File: config.mk
export PLATFORM = sky130hd
export DESIGN_NAME = router_switch
export DESIGN_NICKNAME = d
export VERILOG_FILES = /design/src/hdl/noc_pkg.sv /design/src/hdl/route_decode.sv /design/src/hdl/rr_port_arbiter.sv /design/src/hdl/output_stage.sv /design/src/hdl/router_switch.sv
export SDC_FILE = /design/constraint.sdc
export NUM_CORES = 1
export LEC_CHECK = 0
export BUFFER_PORTS_ARGS = -buffer_cell sky130_fd_sc_hd__buf_4
export CAP_MARGIN = 25
export CORE_MARGIN = 10
export CORE_UTILIZATION = 28
export DETAILED_ROUTE_END_ITERATION = 8
export SYNTH_ARGS = -nofsm -noshare
export SYNTH_HDL_FRONTEND = slang
export SYNTH_SLANG_ARGS = --single-unit
File: constraint.sdc
create_clock -name clk -period 15.5 [get_ports clk]
set_input_delay 0.775 -clock clk [delete_from_list [all_inputs] [get_ports clk]]
set_output_delay 0.775 -clock clk [all_outputs]
set_load 0.01 [all_outputs]
File: src/hdl/noc_pkg.sv
// single-flit packets only; coordinates limit the mesh to 8x8 and port indices set rr scan order
package noc_pkg;

  // router ports
  localparam int NUM_PORTS = 5;

  typedef logic [2:0] port_idx_t;

  // one bit per port, indexed by the port constants below
  typedef logic [NUM_PORTS-1:0] port_vec_t;

  // index order is also the round-robin scan order
  localparam port_idx_t PORT_N = 3'd0;
  localparam port_idx_t PORT_S = 3'd1;
  localparam port_idx_t PORT_E = 3'd2;
  localparam port_idx_t PORT_W = 3'd3;
  localparam port_idx_t PORT_L = 3'd4;

  // mesh coordinate width, up to 8 by 8
  localparam int COORD_W = 3;

  // flit field widths
  localparam int PAYLOAD_W = 16;
  localparam int TAG_W     = 8;

  // 30 bit flit, destination in the top bits
  typedef struct packed {
    logic [COORD_W-1:0]   dst_x;
    logic [COORD_W-1:0]   dst_y;
    logic [TAG_W-1:0]     tag;
    logic [PAYLOAD_W-1:0] payload;
  } flit_t;

endpackage

File: src/hdl/route_decode.sv
// XY dimension-order routing only; the destination is trusted to lie inside the mesh
`timescale 1ns/1ps

module route_decode #(
  parameter logic [noc_pkg::COORD_W-1:0] POS_X = '0,
  parameter logic [noc_pkg::COORD_W-1:0] POS_Y = '0
) (
  input  logic               clk,
  input  logic               valid_i,
  input  noc_pkg::flit_t     flit_i,
  output noc_pkg::port_vec_t req_o
);

  import noc_pkg::*;

  port_idx_t dir;

  // resolve x fully before moving in y
  always_comb begin
    if (flit_i.dst_x > POS_X) begin
      dir = PORT_E;
    end else if (flit_i.dst_x < POS_X) begin
      dir = PORT_W;
    end else if (flit_i.dst_y > POS_Y) begin
      dir = PORT_N;
    end else if (flit_i.dst_y < POS_Y) begin
      dir = PORT_S;
    end else begin
      // arrived, eject locally
      dir = PORT_L;
    end
  end

  // idle input requests nothing
  assign req_o = valid_i ? (port_vec_t'(1) << dir) : '0;

  // a valid flit asks for exactly one output
  a_req_onehot: assert property (
    @(posedge clk) valid_i |-> $onehot(req_o)
  ) else $error("route_decode: request not one-hot for valid flit");

endmodule

File: src/hdl/rr_port_arbiter.sv
// one arbiter per output; grants at most one input per cycle and only while the output has room
`timescale 1ns/1ps

module rr_port_arbiter (
  input  logic               clk,
  input  logic               rst_i,
  input  noc_pkg::port_vec_t req_i,
  input  logic               room_i,
  output noc_pkg::port_vec_t grant_o
);

  import noc_pkg::*;

  port_idx_t ptr_q;
  port_idx_t win_idx;
  logic      win_found;

  // next port in scan order, wrapping L back to N
  function automatic port_idx_t next_idx(port_idx_t p);
    port_idx_t n;
    if (p == port_idx_t'(NUM_PORTS - 1)) begin
      n = PORT_N;
    end else begin
      n = p + port_idx_t'(1);
    end
    return n;
  endfunction

  // first requester at or after the pointer
  always_comb begin
    port_idx_t scan;
    scan      = ptr_q;
    win_idx   = ptr_q;
    win_found = 1'b0;
    for (int i = 0; i < NUM_PORTS; i++) begin
      if (!win_found && req_i[scan]) begin
        win_found = 1'b1;
        win_idx   = scan;
      end
      scan = next_idx(scan);
    end
  end

  // downstream room gates the grant, like a credit
  always_comb begin
    grant_o = '0;
    if (win_found && room_i) begin
      grant_o = port_vec_t'(1) << win_idx;
    end
  end

  // winner drops to lowest priority; pointer holds on idle or stall
  always_ff @(posedge clk) begin
    if (rst_i) begin
      ptr_q <= PORT_N;
    end else if (win_found && room_i) begin
      ptr_q <= next_idx(win_idx);
    end
  end

  a_grant_onehot0: assert property (
    @(posedge clk) disable iff (rst_i)
    $onehot0(grant_o)
  ) else $error("rr_port_arbiter: more than one grant");

  a_grant_in_req: assert property (
    @(posedge clk) disable iff (rst_i)
    (grant_o & ~req_i) == '0
  ) else $error("rr_port_arbiter: grant to a non-requesting input");

  a_grant_needs_room: assert property (
    @(posedge clk) disable iff (rst_i)
    !room_i |-> (grant_o == '0)
  ) else $error("rr_port_arbiter: grant while output has no room");

endmodule

File: src/hdl/output_stage.sv
// one-entry output register; the arbiter must only grant when room_o is high
`timescale 1ns/1ps

module output_stage (
  input  logic                                    clk,
  input  logic                                    rst_i,
  input  noc_pkg::port_vec_t                      grant_i,
  input  noc_pkg::flit_t [noc_pkg::NUM_PORTS-1:0] flits_i,
  input  logic                                    out_ready_i,
  output logic                                    room_o,
  output logic                                    out_valid_o,
  output noc_pkg::flit_t                          out_flit_o
);

  import noc_pkg::*;

  logic  valid_q;
  flit_t flit_q;
  flit_t sel_flit;
  logic  load;

  // empty, or draining this cycle
  assign room_o = !valid_q || out_ready_i;
  assign load   = |grant_i;

  // crossbar column, grant is one-hot
  always_comb begin
    sel_flit = '0;
    for (int i = 0; i < NUM_PORTS; i++) begin
      if (grant_i[i]) begin
        sel_flit = flits_i[i];
      end
    end
  end

  always_ff @(posedge clk) begin
    if (rst_i) begin
      valid_q <= 1'b0;
    end else if (load) begin
      valid_q <= 1'b1;
    end else if (out_ready_i) begin
      valid_q <= 1'b0;
    end
  end

  // load and drain may coincide for back-to-back flits
  always_ff @(posedge clk) begin
    if (load) begin
      flit_q <= sel_flit;
    end
  end

  assign out_valid_o = valid_q;
  assign out_flit_o  = flit_q;

  // stalled flit stays put until taken
  a_hold_stable: assert property (
    @(posedge clk) disable iff (rst_i)
    (valid_q && !out_ready_i) |=> (valid_q && flit_q == $past(flit_q))
  ) else $error("output_stage: held flit changed under back-pressure");

  // arbiter must respect the room this stage reports
  a_load_with_room: assert property (
    @(posedge clk) disable iff (rst_i)
    load |-> room_o
  ) else $error("output_stage: flit loaded into a full register");

endmodule

File: src/hdl/router_switch.sv
// switch allocation and crossbar only: no VCs, no input buffers, any input may reach any output
`timescale 1ns/1ps

module router_switch #(
  parameter logic [noc_pkg::COORD_W-1:0] POS_X = '0,
  parameter logic [noc_pkg::COORD_W-1:0] POS_Y = '0
) (
  input  logic                                    clk,
  input  logic                                    rst_i,
  input  noc_pkg::port_vec_t                      in_valid_i,
  input  noc_pkg::flit_t [noc_pkg::NUM_PORTS-1:0] in_flit_i,
  output noc_pkg::port_vec_t                      in_ready_o,
  input  noc_pkg::port_vec_t                      out_ready_i,
  output noc_pkg::port_vec_t                      out_valid_o,
  output noc_pkg::flit_t [noc_pkg::NUM_PORTS-1:0] out_flit_o
);

  import noc_pkg::*;

  // in_req[p]: outputs wanted by input p
  port_vec_t in_req  [NUM_PORTS];
  // out_req[q]: inputs wanting output q
  port_vec_t out_req [NUM_PORTS];
  port_vec_t grant   [NUM_PORTS];
  port_vec_t room;

  for (genvar p = 0; p < NUM_PORTS; p++) begin : g_in
    route_decode #(
      .POS_X (POS_X),
      .POS_Y (POS_Y)
    ) u_decode (
      .clk     (clk),
      .valid_i (in_valid_i[p]),
      .flit_i  (in_flit_i[p]),
      .req_o   (in_req[p])
    );
  end

  // requests by input to requests by output
  always_comb begin
    for (int q = 0; q < NUM_PORTS; q++) begin
      for (int p = 0; p < NUM_PORTS; p++) begin
        out_req[q][p] = in_req[p][q];
      end
    end
  end

  for (genvar q = 0; q < NUM_PORTS; q++) begin : g_out
    rr_port_arbiter u_arb (
      .clk     (clk),
      .rst_i   (rst_i),
      .req_i   (out_req[q]),
      .room_i  (room[q]),
      .grant_o (grant[q])
    );

    output_stage u_stage (
      .clk         (clk),
      .rst_i       (rst_i),
      .grant_i     (grant[q]),
      .flits_i     (in_flit_i),
      .out_ready_i (out_ready_i[q]),
      .room_o      (room[q]),
      .out_valid_o (out_valid_o[q]),
      .out_flit_o  (out_flit_o[q])
    );
  end

  // each input targets one output, so at most one grant bit is set
  always_comb begin
    in_ready_o = '0;
    for (int p = 0; p < NUM_PORTS; p++) begin
      for (int q = 0; q < NUM_PORTS; q++) begin
        in_ready_o[p] = in_ready_o[p] | grant[q][p];
      end
    end
  end

endmodule

After elaboration in Yosys (flattened, before gate mapping):

Index checks and enable logic that the tools add are counted.

* bits in registers: 170
* input bits: 162
* output and inout bits: 160
* logic and storage cells: 405

* $add $sub $neg: 25
* $lt $le $gt $ge: 45
* equality and inequality tests: 25
* shifts and indexed selects: 10
* multiplexer cells: 185
* bitwise logic cells: 20
* reductions and logical operators: 65

Operators by type and width (number)
* 30-bit 2-to-1 mux: 25
* 3-bit 2-to-1 mux: 65
* 3-bit by 4-bit less-than comparator with 1-bit output (second input constant): 25
* 3-bit by 1-bit adder with 3-bit output (second input constant): 25
* 1-bit binary-select mux with 3-bit select: 25
* 3-bit equality test (second input constant): 25
* 1-bit 2-to-1 mux: 60
* 5-bit 2-to-1 mux: 10
* 1-bit by 3-bit << shifter with 5-bit output (first input constant): 10
* 3-bit by 1-bit greater-than comparator with 1-bit output (second input constant): 10
* 3-bit by 1-bit less-than comparator with 1-bit output (second input constant): 10
* 1-bit logical AND: 25
* 1-bit zero test: 25
* 5-bit OR reduction: 5
* 1-bit OR: 20
* 2-bit nonzero test: 5
* 1-bit logical OR: 5

Longest topological paths before layout:

Gate-level depths: netlist (run 1).

* depth after elaboration: 29
* depth in mapped cells: 29
* mapped depth without buffers: 26

Hierarchy:

Synthesis (run 1) repeated with hierarchy kept, for this count alone.

* cells, all modules: 1900
* area, all modules: 15890.2 um^2

By module, submodules not included
* output_stage: times used 5, cells each 213, area an instance 1966.9 um^2, sequential area each 920.9 um^2
* rr_port_arbiter: times used 5, cells each 156, area an instance 1143.6 um^2, sequential area each 60.1 um^2
* route_decode: times used 5, cells each 8, area an instance 55.1 um^2, sequential area each 0.0 um^2
* router_switch: times used 1, cells each 15, area an instance 62.6 um^2, sequential area each 0.0 um^2

Worst setup path after synthesis (run 1):

No wires, ideal clock.

* path kind: register -> register
* start point: reg g_out[2].u_arb.ptr_q[0]
* end point: reg g_out[2].u_stage.flit_q, in the netlist g_out[2].u_stage.out_flit_o[0], enable pin
* setup time: 0.461 ns
* arrival: 7.044 ns
* data required time: 15.039 ns
* slack: 7.994 ns
* cell stages (with the launch flop): 22
* path buffers: 3
* period minus slack after synthesis: 7.506 ns
* path through: dfxtp_1 -> clkbuf_1 -> inv_1 -> ha_1 -> a21oi_1 -> inv_1 -> ha_1 -> o21ai_0 -> a22o_1 -> clkinv_1 -> ha_1 -> a211o_1 -> a21o_1 -> a2111oi_2 -> a211oi_2 -> a21boi_0 -> a211oi_1 -> ha_1 -> clkbuf_1 -> clkbuf_1 -> nor2_1 -> o21ai_0

* word-level cells in the longest chain between the ends: 18
* elaborated cells on any way between the ends: 43
* those cells by class: add/sub (4); eq/ne (4); shift (1); mux (24); reduce/logical (10)

Ends and longest elaborated chain
* start, declared: line rr_port_arbiter.sv:14 `port_idx_t ptr_q;`
* start signal, assigned: line rr_port_arbiter.sv:57 `ptr_q <= next_idx(win_idx);`
* branches (longest 16 deep; another with 3-bit by 1-bit adder with 3-bit output)
* 5-bit 2-to-1 mux (*): line rr_port_arbiter.sv:47 `if (win_found && room_i) begin`
* 5-bit OR reduction (*): line output_stage.sv:24 `assign load = |grant_i;`
* via g_out[2].u_stage.load: line output_stage.sv:20 `logic load;`
* end signal, assigned: line output_stage.sv:49 `flit_q <= sel_flit;`
* end, declared: line output_stage.sv:18 `flit_t flit_q;`

Mark *: on every way through the listed nets, which the timed path passes. The select of a mux whose other input is x is not followed.
A chain may end at the register's enable or synchronous reset.

Final worst setup path (run 1):

* start point: reg g_out[4].u_arb.ptr_q[0]
* end point: out in_ready_o[4]

* word-level cells in the longest chain between the ends: 18
* elaborated cells on any way between the ends: 43
* those cells by class: add/sub (4); eq/ne (4); shift (1); mux (24); bitwise (1); reduce/logical (9)

Ends and longest elaborated chain
* start, declared: line rr_port_arbiter.sv:14
* start signal, assigned: line rr_port_arbiter.sv:57
* branches (longest 16 deep; another with 3-bit by 1-bit adder with 3-bit output)
* 5-bit 2-to-1 mux (*): line rr_port_arbiter.sv:47
* 1-bit OR (*): line router_switch.sv:74 `in_ready_o[p] = in_ready_o[p] | grant[q][p];`
* end, declared: line router_switch.sv:12 `output noc_pkg::port_vec_t in_ready_o,`

Every way passes the cells marked *. The select of a mux whose other input is x is not followed.

==> results.py, run 1 <==
metrics = {
    "logic_synthesis": {
        "synth_ff_type": "edfxtp_1",
        "ys_ff_latch": 102,
        "yosysTopAreaCell": "edfxtp_1",
        "postSynthAreaPerCell_sq_um": 7.83,
        "seq_area_frac_synth_pct": 27.4,
        "netlist_area_sq_um": 10800,
        "synth_area_leaders": "edfxtp_1 (25%), a21oi_1 (5.7%), nor2_1 (5.3%), nand2_1 (5.2%), buf_4 (4.9%)",
        "synth_cells": 1373,
        "synth_cell_types": 102,
        "synth_edf_count": 90,
        "synth_top_area_share_pct": 25.1,
        "async_flop_share_pct": 0,
        "ys_warn_count": 0,
    },
    "worst_setup_path": {
        "cp-start-kind": "register",
        "worst_ep_required_time_ps": 14730,
        "cp_data_arrival_time_ps": 7110,
        "worstPathCellList": "inv_1 > ha_1 > a21oi_1 > inv_1 > ha_1 > or4_4 > nand3_2 > a21oi_1 > a222oi_1 > and2_1 > nand3_1 > or2_1 > a21oi_1 > inv_1 > ha_1 > nand2_1 > nor2_4 > or3b_1 > buf_4",
        "cpMaxStageDelayCell": "a222oi_1",
        "cpPeakStageDelay_ps": 850,
        "worstSetupEndpointType": "output pin",
        "crit_type": "reg2out",
        "crit_path_max_fanout": 17,
    },
    "grt": {
        "grt_pass1_wl_um": 71900,
        "grt_max_degree": 63,
        "gr-total-overflow": 0,
        "track_usage_pct": 19.7,
        "antenna_found_initial": 2,
        "grt_pass1_vias": 11200,
    },
    "sta": {
        "worst_slack_ps": 7620,
        "worst_pin_slew_ps": 1010,
        "hold_viol": 0,
        "rsz0062_at_grt": "no",
        "finalClockSkew_ps": 12.5,
        "min_period_ps": 7880,
        "max_freq_ghz": 0.127,
        "drv_slew": 0,
        "finalSetupViolCount": 0,
        "relSlewSlack_pct": 31.8,
        "tns_ps": 0,
        "fin_crit_sh_pct": 50.9,
    },
    "clock_network": {
        "numCtsBuffers": 9,
        "cts_tree": "yes",
        "h-tree-depth": 3,
        "post_cts_resized": 0,
        "cts_buffer_depth": 2,
        "clkTransAtPathRegs_ps": 80,
        "cts_setup_buffers": 0,
        "clk_latency_ps": 360,
        "clock_sinks": 102,
        "cts_root_buf": "clkbuf_16",
        "hold_buffers": 0,
    },
    "layout": {
        "final_cells": 2071,
        "antenna_cells": 0,
        "multiInputGateArea_sq_um": 6940,
        "drive_gt1_share_pct": 22.7,
        "nNetsFinal": 1755,
        "post-route-util_pct": 34.8,
        "area_growth_pct": 22.1,
        "seq_area_sq_um": 2940,
        "final_common_cell": "buf_4",
        "final_cell_mix": "buf_4 (278), nor2_1 (152), nand2_1 (149)",
        "n_fill_cell": 3968,
    },
    "die": {
        "die_h_um": 216,
        "ioPinCount": 322,
        "die_w_um": 216,
        "core_sq_um": 37800,
        "dieArea_sq_um": 46600,
        "placement_rows": 71,
        "start_util_pct": 28.5,
    },
    "placed_design": {
        "dpl.hpwl_um": 34900,
        "placed_cells": 2057,
        "post-place-ws_ps": 8070,
        "gp_congestion": 0.900,
        "io_buffers": 257,
    },
    "detailed_routing": {
        "via_per_inst": 5.65,
        "first_pass_iters": 5,
        "drc": 0,
        "wirelength_um": 48800,
        "num_vias": 11700,
        "wl_per_cell_um": 23.6,
        "postRouteAntennaNets": 0,
        "first_iter_violations": 1119,
    },
    "flow_run": {
        "cap_viol_max_count": 0,
    },
    "outcome": {
        "status": "complete, no violations",
    },
    "min_path": {
        "min_path_type": "reg2reg",
    },
}
## final timing paths
kind | depth (start not counted) | endpoint | from | slack [ps]
setup / recovery | 19 | in_ready_o[4] | g_out[4].u_arb.ptr_q[0] | 7620
hold / removal | 3 | g_out[0].u_stage.out_valid_o | g_out[0].u_stage.out_valid_o | 680
hold reg to reg | 3 | g_out[0].u_stage.out_valid_o | g_out[0].u_stage.out_valid_o | 680
setup reg to reg | 20 | g_out[4].u_stage.out_flit_o[21] | g_out[4].u_arb.ptr_q[0] | 7870
## flip-flops by register name, indices dropped and copies added (netlist names)
name / cells
g_out.u_arb.ptr_q: 9
g_out.u_stage.out_flit_o: 90
g_out.u_stage.out_valid_o: 3
## final cells by class
cell class	instances	share of cell area, %
well taps	511	4.87
clock inverters	4	0.191
inverters	57	1.63
flip-flops and latches	102	22.4
multi-input cells	1107	52.9
repair buffers	280	16.3
clock buffers	10	1.74
## layer usage
metal  GRT usage [%]  up-vias  part of all wire [%]
li1                -     5390                     -
met1            25.6     5598                    42
met2            31.9      632                    47
met3            4.36       81                   8.3
met4            6.18        4                   2.8
met5               0        -                 0.070
## through the flow
stage          hold slack (ps)  area, sq um
2_1_floorplan              582        11000
3_3_place_gp               621        12800
3_5_place_dp               655        12900
4_1_cts                    666        13100
5_1_grt                    688        13100
6_report                   677        13100
## synthesized netlist by cell type, types with 7 or more instances
library cell and number:
o21a_1 8, and3_1 12, buf_4 70, and2_1 9, inv_1 52, buf_1 9
a22oi_1 34, nor2b_1 9, nor2_1 152, edfxtp_1 90, buf_2 18, a31oi_1 9
nand2_1 149, clkbuf_1 65, mux2_2 9, nand2b_1 8, or3_1 11, o21ai_0 84
a221oi_1 26, mux2i_1 33, nand3_1 23, mux4_2 7, dfxtp_1 12, o32ai_1 28
a211oi_1 14, ha_1 36, o31ai_1 34, nor3_1 55, a21oi_1 122, o211ai_1 32
## logic make-up after synthesis
| kind of cell | count (synthesis) | synth area share [%] |
|---|---|---|
| multiplexers | 49 | 5.48 |
| adder cells (fa/ha/maj) | 36 | 4.19 |
| other | 1 | 0.0349 |
| buffers and inverters | 225 | 10.9 |
| XOR/XNOR | 1 | 0.0815 |
| AO/OA/AOI/OAI | 477 | 30.9 |
| AND/OR/NAND/NOR | 482 | 21.1 |
| flip-flops | 102 | 27.4 |
## worst max-delay path: cells and delay by family, from the launching register on
kind | cells | cell delay (ps)
AOI/OAI and AO/OA | 4 | 1870
adders and majority gates | 3 | 1170
DFF | 1 | 640
buffers and inverters | 4 | 790
and+or+nand+nor | 8 | 2250
Power of run 1 is not shown: default switching activity piles up to over one toggle a cycle in this logic, so the estimate is an artifact.
==> run 2: changes to the inputs <==
Settings changed: ABC_AREA set to 1.
Clock period 15.5 ns to 7.5 ns, I/O delays scaled along.
==> run 2 against run 1 <==
  * Wire length is 9.7% higher
  * Die area is 11% higher
  * Synthesized area is 12% higher
  * Synthesized cell count is 49% higher
  * Global-route usage hardly changed
  * First-iteration DRC count is 19% higher
  * Via count is 19% higher
  * Worst setup slack worse by 6300 ps
  * Cell area is 9.1% higher
  * Core utilization is 0.84 points lower
  * Clock skew is 0.69 ps higher
  * Critical path depth is 8 higher
==> results.py, run 2 <==
metrics = {
    "die": {
        "die_h_um": 227,
        "start_util_pct": 28.5,
        "dieArea_sq_um": 51700,
        "die_w_um": 227,
        "core_sq_um": 42200,
        "ioPinCount": 322,
        "placement_rows": 75,
    },
    "sta": {
        "tns_ps": 0,
        "relSlewSlack_pct": 32.0,
        "min_period_ps": 6220,
        "hold_viol": 0,
        "finalClockSkew_ps": 13.2,
        "drv_slew": 0,
        "rsz0062_at_grt": "no",
        "max_freq_ghz": 0.161,
        "worst_pin_slew_ps": 1020,
        "finalSetupViolCount": 0,
        "fin_crit_sh_pct": 83.0,
    },
    "detailed_routing": {
        "wirelength_um": 53500,
        "wl_met1_um": 22000,
        "first_pass_iters": 6,
        "postRouteAntennaNets": 0,
        "top_layer": "met5",
        "drc": 0,
        "first_iter_violations": 1337,
        "wl_per_cell_um": 19.2,
        "via_per_inst": 4.99,
        "num_vias": 13900,
        "wl_met2_um": 24900,
        "met3_length_um": 5130,
    },
    "logic_synthesis": {
        "synth_xor_xnor_area_share_pct": 0,
        "synth_ff_type": "edfxtp_1",
        "ys_ff_latch": 102,
        "postSynthAreaPerCell_sq_um": 5.87,
        "synth_cells": 2051,
        "synth_cell_types": 37,
        "synth_fa_ha_area_share_pct": 3.74,
        "synth_mux_area_share_pct": 0,
        "yosys.area_share.simple_pct": 47.7,
        "yosysTopAreaCell": "edfxtp_1",
        "synth_top_family_by_area": "simple AND/OR/NAND/NOR gates",
        "ys_warn_count": 0,
        "yosysMostFrequentCell": "nand2_1",
        "synth_top_area_share_pct": 22.4,
        "ys_top_cells_by_count": "nand2_1 (700), nand3_1 (334), inv_1 (255)",
        "synth_area_leaders": "edfxtp_1 (22%), nand2_1 (22%), nand3_1 (14%), inv_1 (7.9%), nor2_1 (5.7%)",
        "synth_edf_count": 90,
        "netlist_area_sq_um": 12000,
        "async_flop_share_pct": 0,
        "synth_compound_area_share_pct": 6.44,
        "seq_area_frac_synth_pct": 24.4,
    },
    "flow_run": {
        "cap_viol_max_count": 0,
    },
    "grt": {
        "grt_pass1_wl_um": 78400,
        "grt_pass1_vias": 13200,
        "track_usage_pct": 19.8,
        "antenna_found_initial": 9,
        "gr-total-overflow": 0,
        "grt_max_degree": 89,
    },
    "min_path": {
        "min_path_type": "in2reg",
    },
    "layout": {
        "area_growth_pct": 18.9,
        "final_common_cell": "nand2_1",
        "n_fill_cell": 4692,
        "nNetsFinal": 2432,
        "final_cell_mix": "nand2_1 (699), nand3_1 (331), buf_4 (279)",
        "drive_gt1_share_pct": 17.1,
        "design_area_sq_um": 14300,
        "largest_register_ffs": 90,
    },
    "worst_setup_path": {
        "cp_data_arrival_time_ps": 6330,
        "cpPeakStageDelay_ps": 760,
        "crit_type": "reg2reg",
        "path_buf_inv": 7,
        "cp-start-kind": "register",
        "crit_path_max_fanout": 39,
        "worst_ep_required_time_ps": 7610,
        "cpMaxStageDelayCell": "nand2_2",
        "crit_family": "simple AND/OR/NAND/NOR gates",
        "worstSetupEndpointType": "register",
    },
    "clock_network": {
        "numCtsBuffers": 9,
        "clkTransAtPathRegs_ps": 80,
        "cts_tree": "yes",
        "cts_buffer_depth": 2,
        "clock_sinks": 102,
        "post_cts_resized": 0,
        "hold_buffers": 0,
        "h-tree-depth": 3,
        "cts_root_buf": "clkbuf_16",
        "cts_setup_buffers": 0,
        "clk_latency_ps": 380,
    },
    "placed_design": {
        "gp_congestion": 0.911,
        "io_buffers": 257,
        "dpl.hpwl_um": 39300,
        "placed_area_sq_um": 14000,
    },
    "outcome": {
        "status": "complete, no violations",
    },
}
## run 2: cell families (layout without fill, tap and decap cells)
kind of cell | after synthesis | after routing
AND/OR/NAND/NOR | 1318 | 1318
buffers and inverters | 448 | 575
AO/OA/AOI/OAI | 146 | 146
flip-flops | 102 | 102
adder cells (fa/ha/maj) | 36 | 36
other | 1 | 68
## run 2: per-layer routing
layer  vias up  GRT usage, %
li1       6752             -
met1      6350          24.5
met2       705          32.8
met3        82          4.70
met4         6          7.07
met5         -             0
## run 2: path summary, 6_finish.rpt
check | start | endpoint | slack, ps | depth (start not counted)
worst max-delay path | g_out[2].u_arb.ptr_q[0] | g_out[2].u_stage.out_flit_o[2] | 1280 | 27
worst min-delay path | rst_i | g_out[2].u_stage.out_valid_o | 170 | 2
worst max register to register | g_out[2].u_arb.ptr_q[0] | g_out[2].u_stage.out_flit_o[2] | 1280 | 27
worst min register to register | g_out[2].u_stage.out_valid_o | g_out[2].u_stage.out_valid_o | 520 | 2
## run 2: cell type report
class	count	area (sq um)	area share, %
multi-input combinational	1562	7230	50.5
sequential	102	2940	20.5
timing repair buffer	280	2120	14.8
inverter	279	1050	7.31
tap	539	674	4.71
clock buffer	9	225	1.57
clock inverter	7	61.3	0.428
antenna	6	15.0	0.105
## run 2: per-stage QoR
step                cells  hold slack [ps]  utilization [%]  worst slack, ps
detailed placement   2762              506             33.2             1260
floorplan            2112              447                -             2640
CTS                  2778              157             33.9             1290
global placement     2761              501             33.1             1400
finish               2784              171             33.9             1280
global route         2778              174             33.9              827
Power of run 2 is left out for the same reason.
==> run 3: changes to the inputs <==
Clock period 7.5 ns to 6.5 ns, I/O delays scaled along.
==> run 3 against run 2 <==
  * Hold slack got worse by 45 ps
  * Clock skew fell by 0.83 ps
  * Cell count rose by 0.32%
  * Core utilization rose by 0.18 points
  * Non-clock buffer count rose by 5
  * Flip-flop and latch count did not move
  * Sequential share of layout area fell by 0.11 points
  * Global-route usage rose by 0.34 points
  * Die area did not move
  * Register-to-register slack got worse by 350 ps
  * Worst setup slack got worse by 650 ps
  * Highest routed layer unchanged
==> results.py, run 3 (synthesis gave the netlist of run 2 again) <==
metrics = {
    "clock_network": {
        "h-tree-depth": 3,
        "clock_sinks": 102,
        "hold_buffers": 0,
        "clk_latency_ps": 380,
        "cts_setup_buffers": 0,
        "cts_buffer_depth": 2,
        "post_cts_resized": 0,
        "numCtsBuffers": 9,
        "cts_tree": "yes",
        "cts_root_buf": "clkbuf_16",
        "clkTransAtPathRegs_ps": 80,
    },
    "die": {
        "start_util_pct": 28.5,
        "die_w_um": 227,
        "core_sq_um": 42200,
        "dieArea_sq_um": 51700,
        "ioPinCount": 322,
        "die_h_um": 227,
        "placement_rows": 75,
    },
    "grt": {
        "antenna_found_initial": 17,
        "grt_max_degree": 87,
        "met1_usage_pct": 24.0,
        "grt_pass1_vias": 13500,
        "grt_pass1_wl_um": 79600,
        "use_met3_pct": 5.26,
        "busiest_layer": "met2",
        "gr-total-overflow": 0,
        "track_usage_pct": 20.1,
        "met2_usage_pct": 34.4,
    },
    "worst_setup_path": {
        "crit_type": "reg2out",
        "path_buf_inv": 7,
        "cp_data_arrival_time_ps": 5550,
        "cp-start-kind": "register",
        "r2r_end": "g_out[0].u_stage.out_flit_o[14]",
        "cpPeakStageDelay_ps": 740,
        "cpMaxStageDelayCell": "nor2_4",
        "worstSetupEndpointType": "output pin",
        "r2r_start": "g_out[0].u_arb.ptr_q[0]",
        "reg2reg_slack_ps": 930,
        "crit_family": "simple AND/OR/NAND/NOR gates",
        "reg2reg_depth": 25,
        "worst_ep_required_time_ps": 6170,
        "crit_path_max_fanout": 35,
    },
    "detailed_routing": {
        "postRouteAntennaNets": 0,
        "num_vias": 14000,
        "first_iter_violations": 1265,
        "drc": 0,
        "via_per_inst": 5.03,
        "wirelength_um": 54000,
        "first_pass_iters": 7,
        "wl_per_cell_um": 19.3,
    },
    "sta": {
        "worst_pin_slew_ps": 963,
        "min_period_ps": 5870,
        "drv_slew": 0,
        "tns_ps": 0,
        "rsz0062_at_grt": "no",
        "finalSetupViolCount": 0,
        "relSlewSlack_pct": 35.7,
        "max_freq_ghz": 0.170,
        "fin_crit_sh_pct": 90.4,
        "finalClockSkew_ps": 12.4,
        "hold_viol": 0,
    },
    "outcome": {
        "status": "complete, no violations",
    },
    "min_path": {
        "min_to": "g_out[2].u_stage.out_valid_o",
        "min_from": "rst_i",
        "min_path_type": "in2reg",
        "hold_depth": 2,
    },
    "layout": {
        "final_common_cell": "nand2_1",
        "largest_register_ffs": 90,
        "area_growth_pct": 19.6,
        "final_cell_mix": "nand2_1 (699), nand3_1 (331), buf_4 (283)",
        "drive_gt1_share_pct": 17.3,
        "nNetsFinal": 2437,
        "n_fill_cell": 4637,
    },
    "placed_design": {
        "io_buffers": 257,
        "dpl.hpwl_um": 39400,
        "gp_congestion": 0.914,
    },
    "flow_run": {
        "cap_viol_max_count": 0,
    },
}
## run 3: worst max path at each step
| stage | from | end | cells past startpoint |
|---|---|---|---|
| 2_1_floorplan | g_out[4].u_arb.ptr_q[0] | g_out[4].u_stage.out_flit_o[0] | 26 |
| 3_5_place_dp | g_out[0].u_arb.ptr_q[0] | g_out[0].u_stage.out_flit_o[15] | 27 |
| 4_1_cts | g_out[0].u_arb.ptr_q[0] | in_ready_o[2] | 26 |
| 5_1_grt | g_out[0].u_arb.ptr_q[0] | in_ready_o[2] | 28 |
| 6_report | g_out[0].u_arb.ptr_q[0] | in_ready_o[2] | 26 |
| 3_3_place_gp | g_out[4].u_arb.ptr_q[0] | g_out[4].u_stage.out_flit_o[8] | 25 |
## run 3: metal layers
metal  up-vias  wire, um
li1       6757         -
met1      6449     21500
met2       707     25800
met3       111      5150
met4        16      1370
met5         -       130
## run 3: worst register-to-register path, stage by stage, from the launching register on
cell and delay [ps]:
dfxtp_1 460, inv_1 200, ha_1 230, nand2_1 160, nand2_2 160, ha_1 250
nand4_1 140, nand2_2 160, ha_1 270, nor2_1 100, inv_1 40, nand3_1 90
nand2_1 120, inv_2 100, nand3_2 80, o21ai_1 170, nand2_1 120, inv_1 120
nand2_1 70, a31oi_1 320, ha_1 220, inv_1 60, nor2_4 740, nand2_2 140
nand3_2 480, buf_12 260
## run 3: area by class of cell
type	count	area, sq um	share of cell area (%)
well taps	539	674	4.68
multi-input cells	1562	7230	50.2
diodes	10	25.0	0.174
clock inverters	7	86.3	0.600
repair buffers	285	2160	15.0
inverters	279	1050	7.27
clock buffers	9	225	1.56
flip-flops and latches	102	2940	20.4
## run 3: metrics by stage
stage | cells | cell area [sq um] | worst slack (ps) | util, % | hold slack (ps)
final | 2793 | 14400 | 627 | 34.1 | 126
after global routing | 2784 | 14400 | 132 | 34.0 | 127
after CTS | 2783 | 14400 | 645 | 34.0 | 115
after detailed placement | 2767 | 14100 | 972 | 33.3 | 514
after global placement | 2767 | 14100 | 1090 | 33.3 | 501
after floorplan | 2112 | 12300 | 1640 | - | 397
Power of run 3 is left out for the same reason.
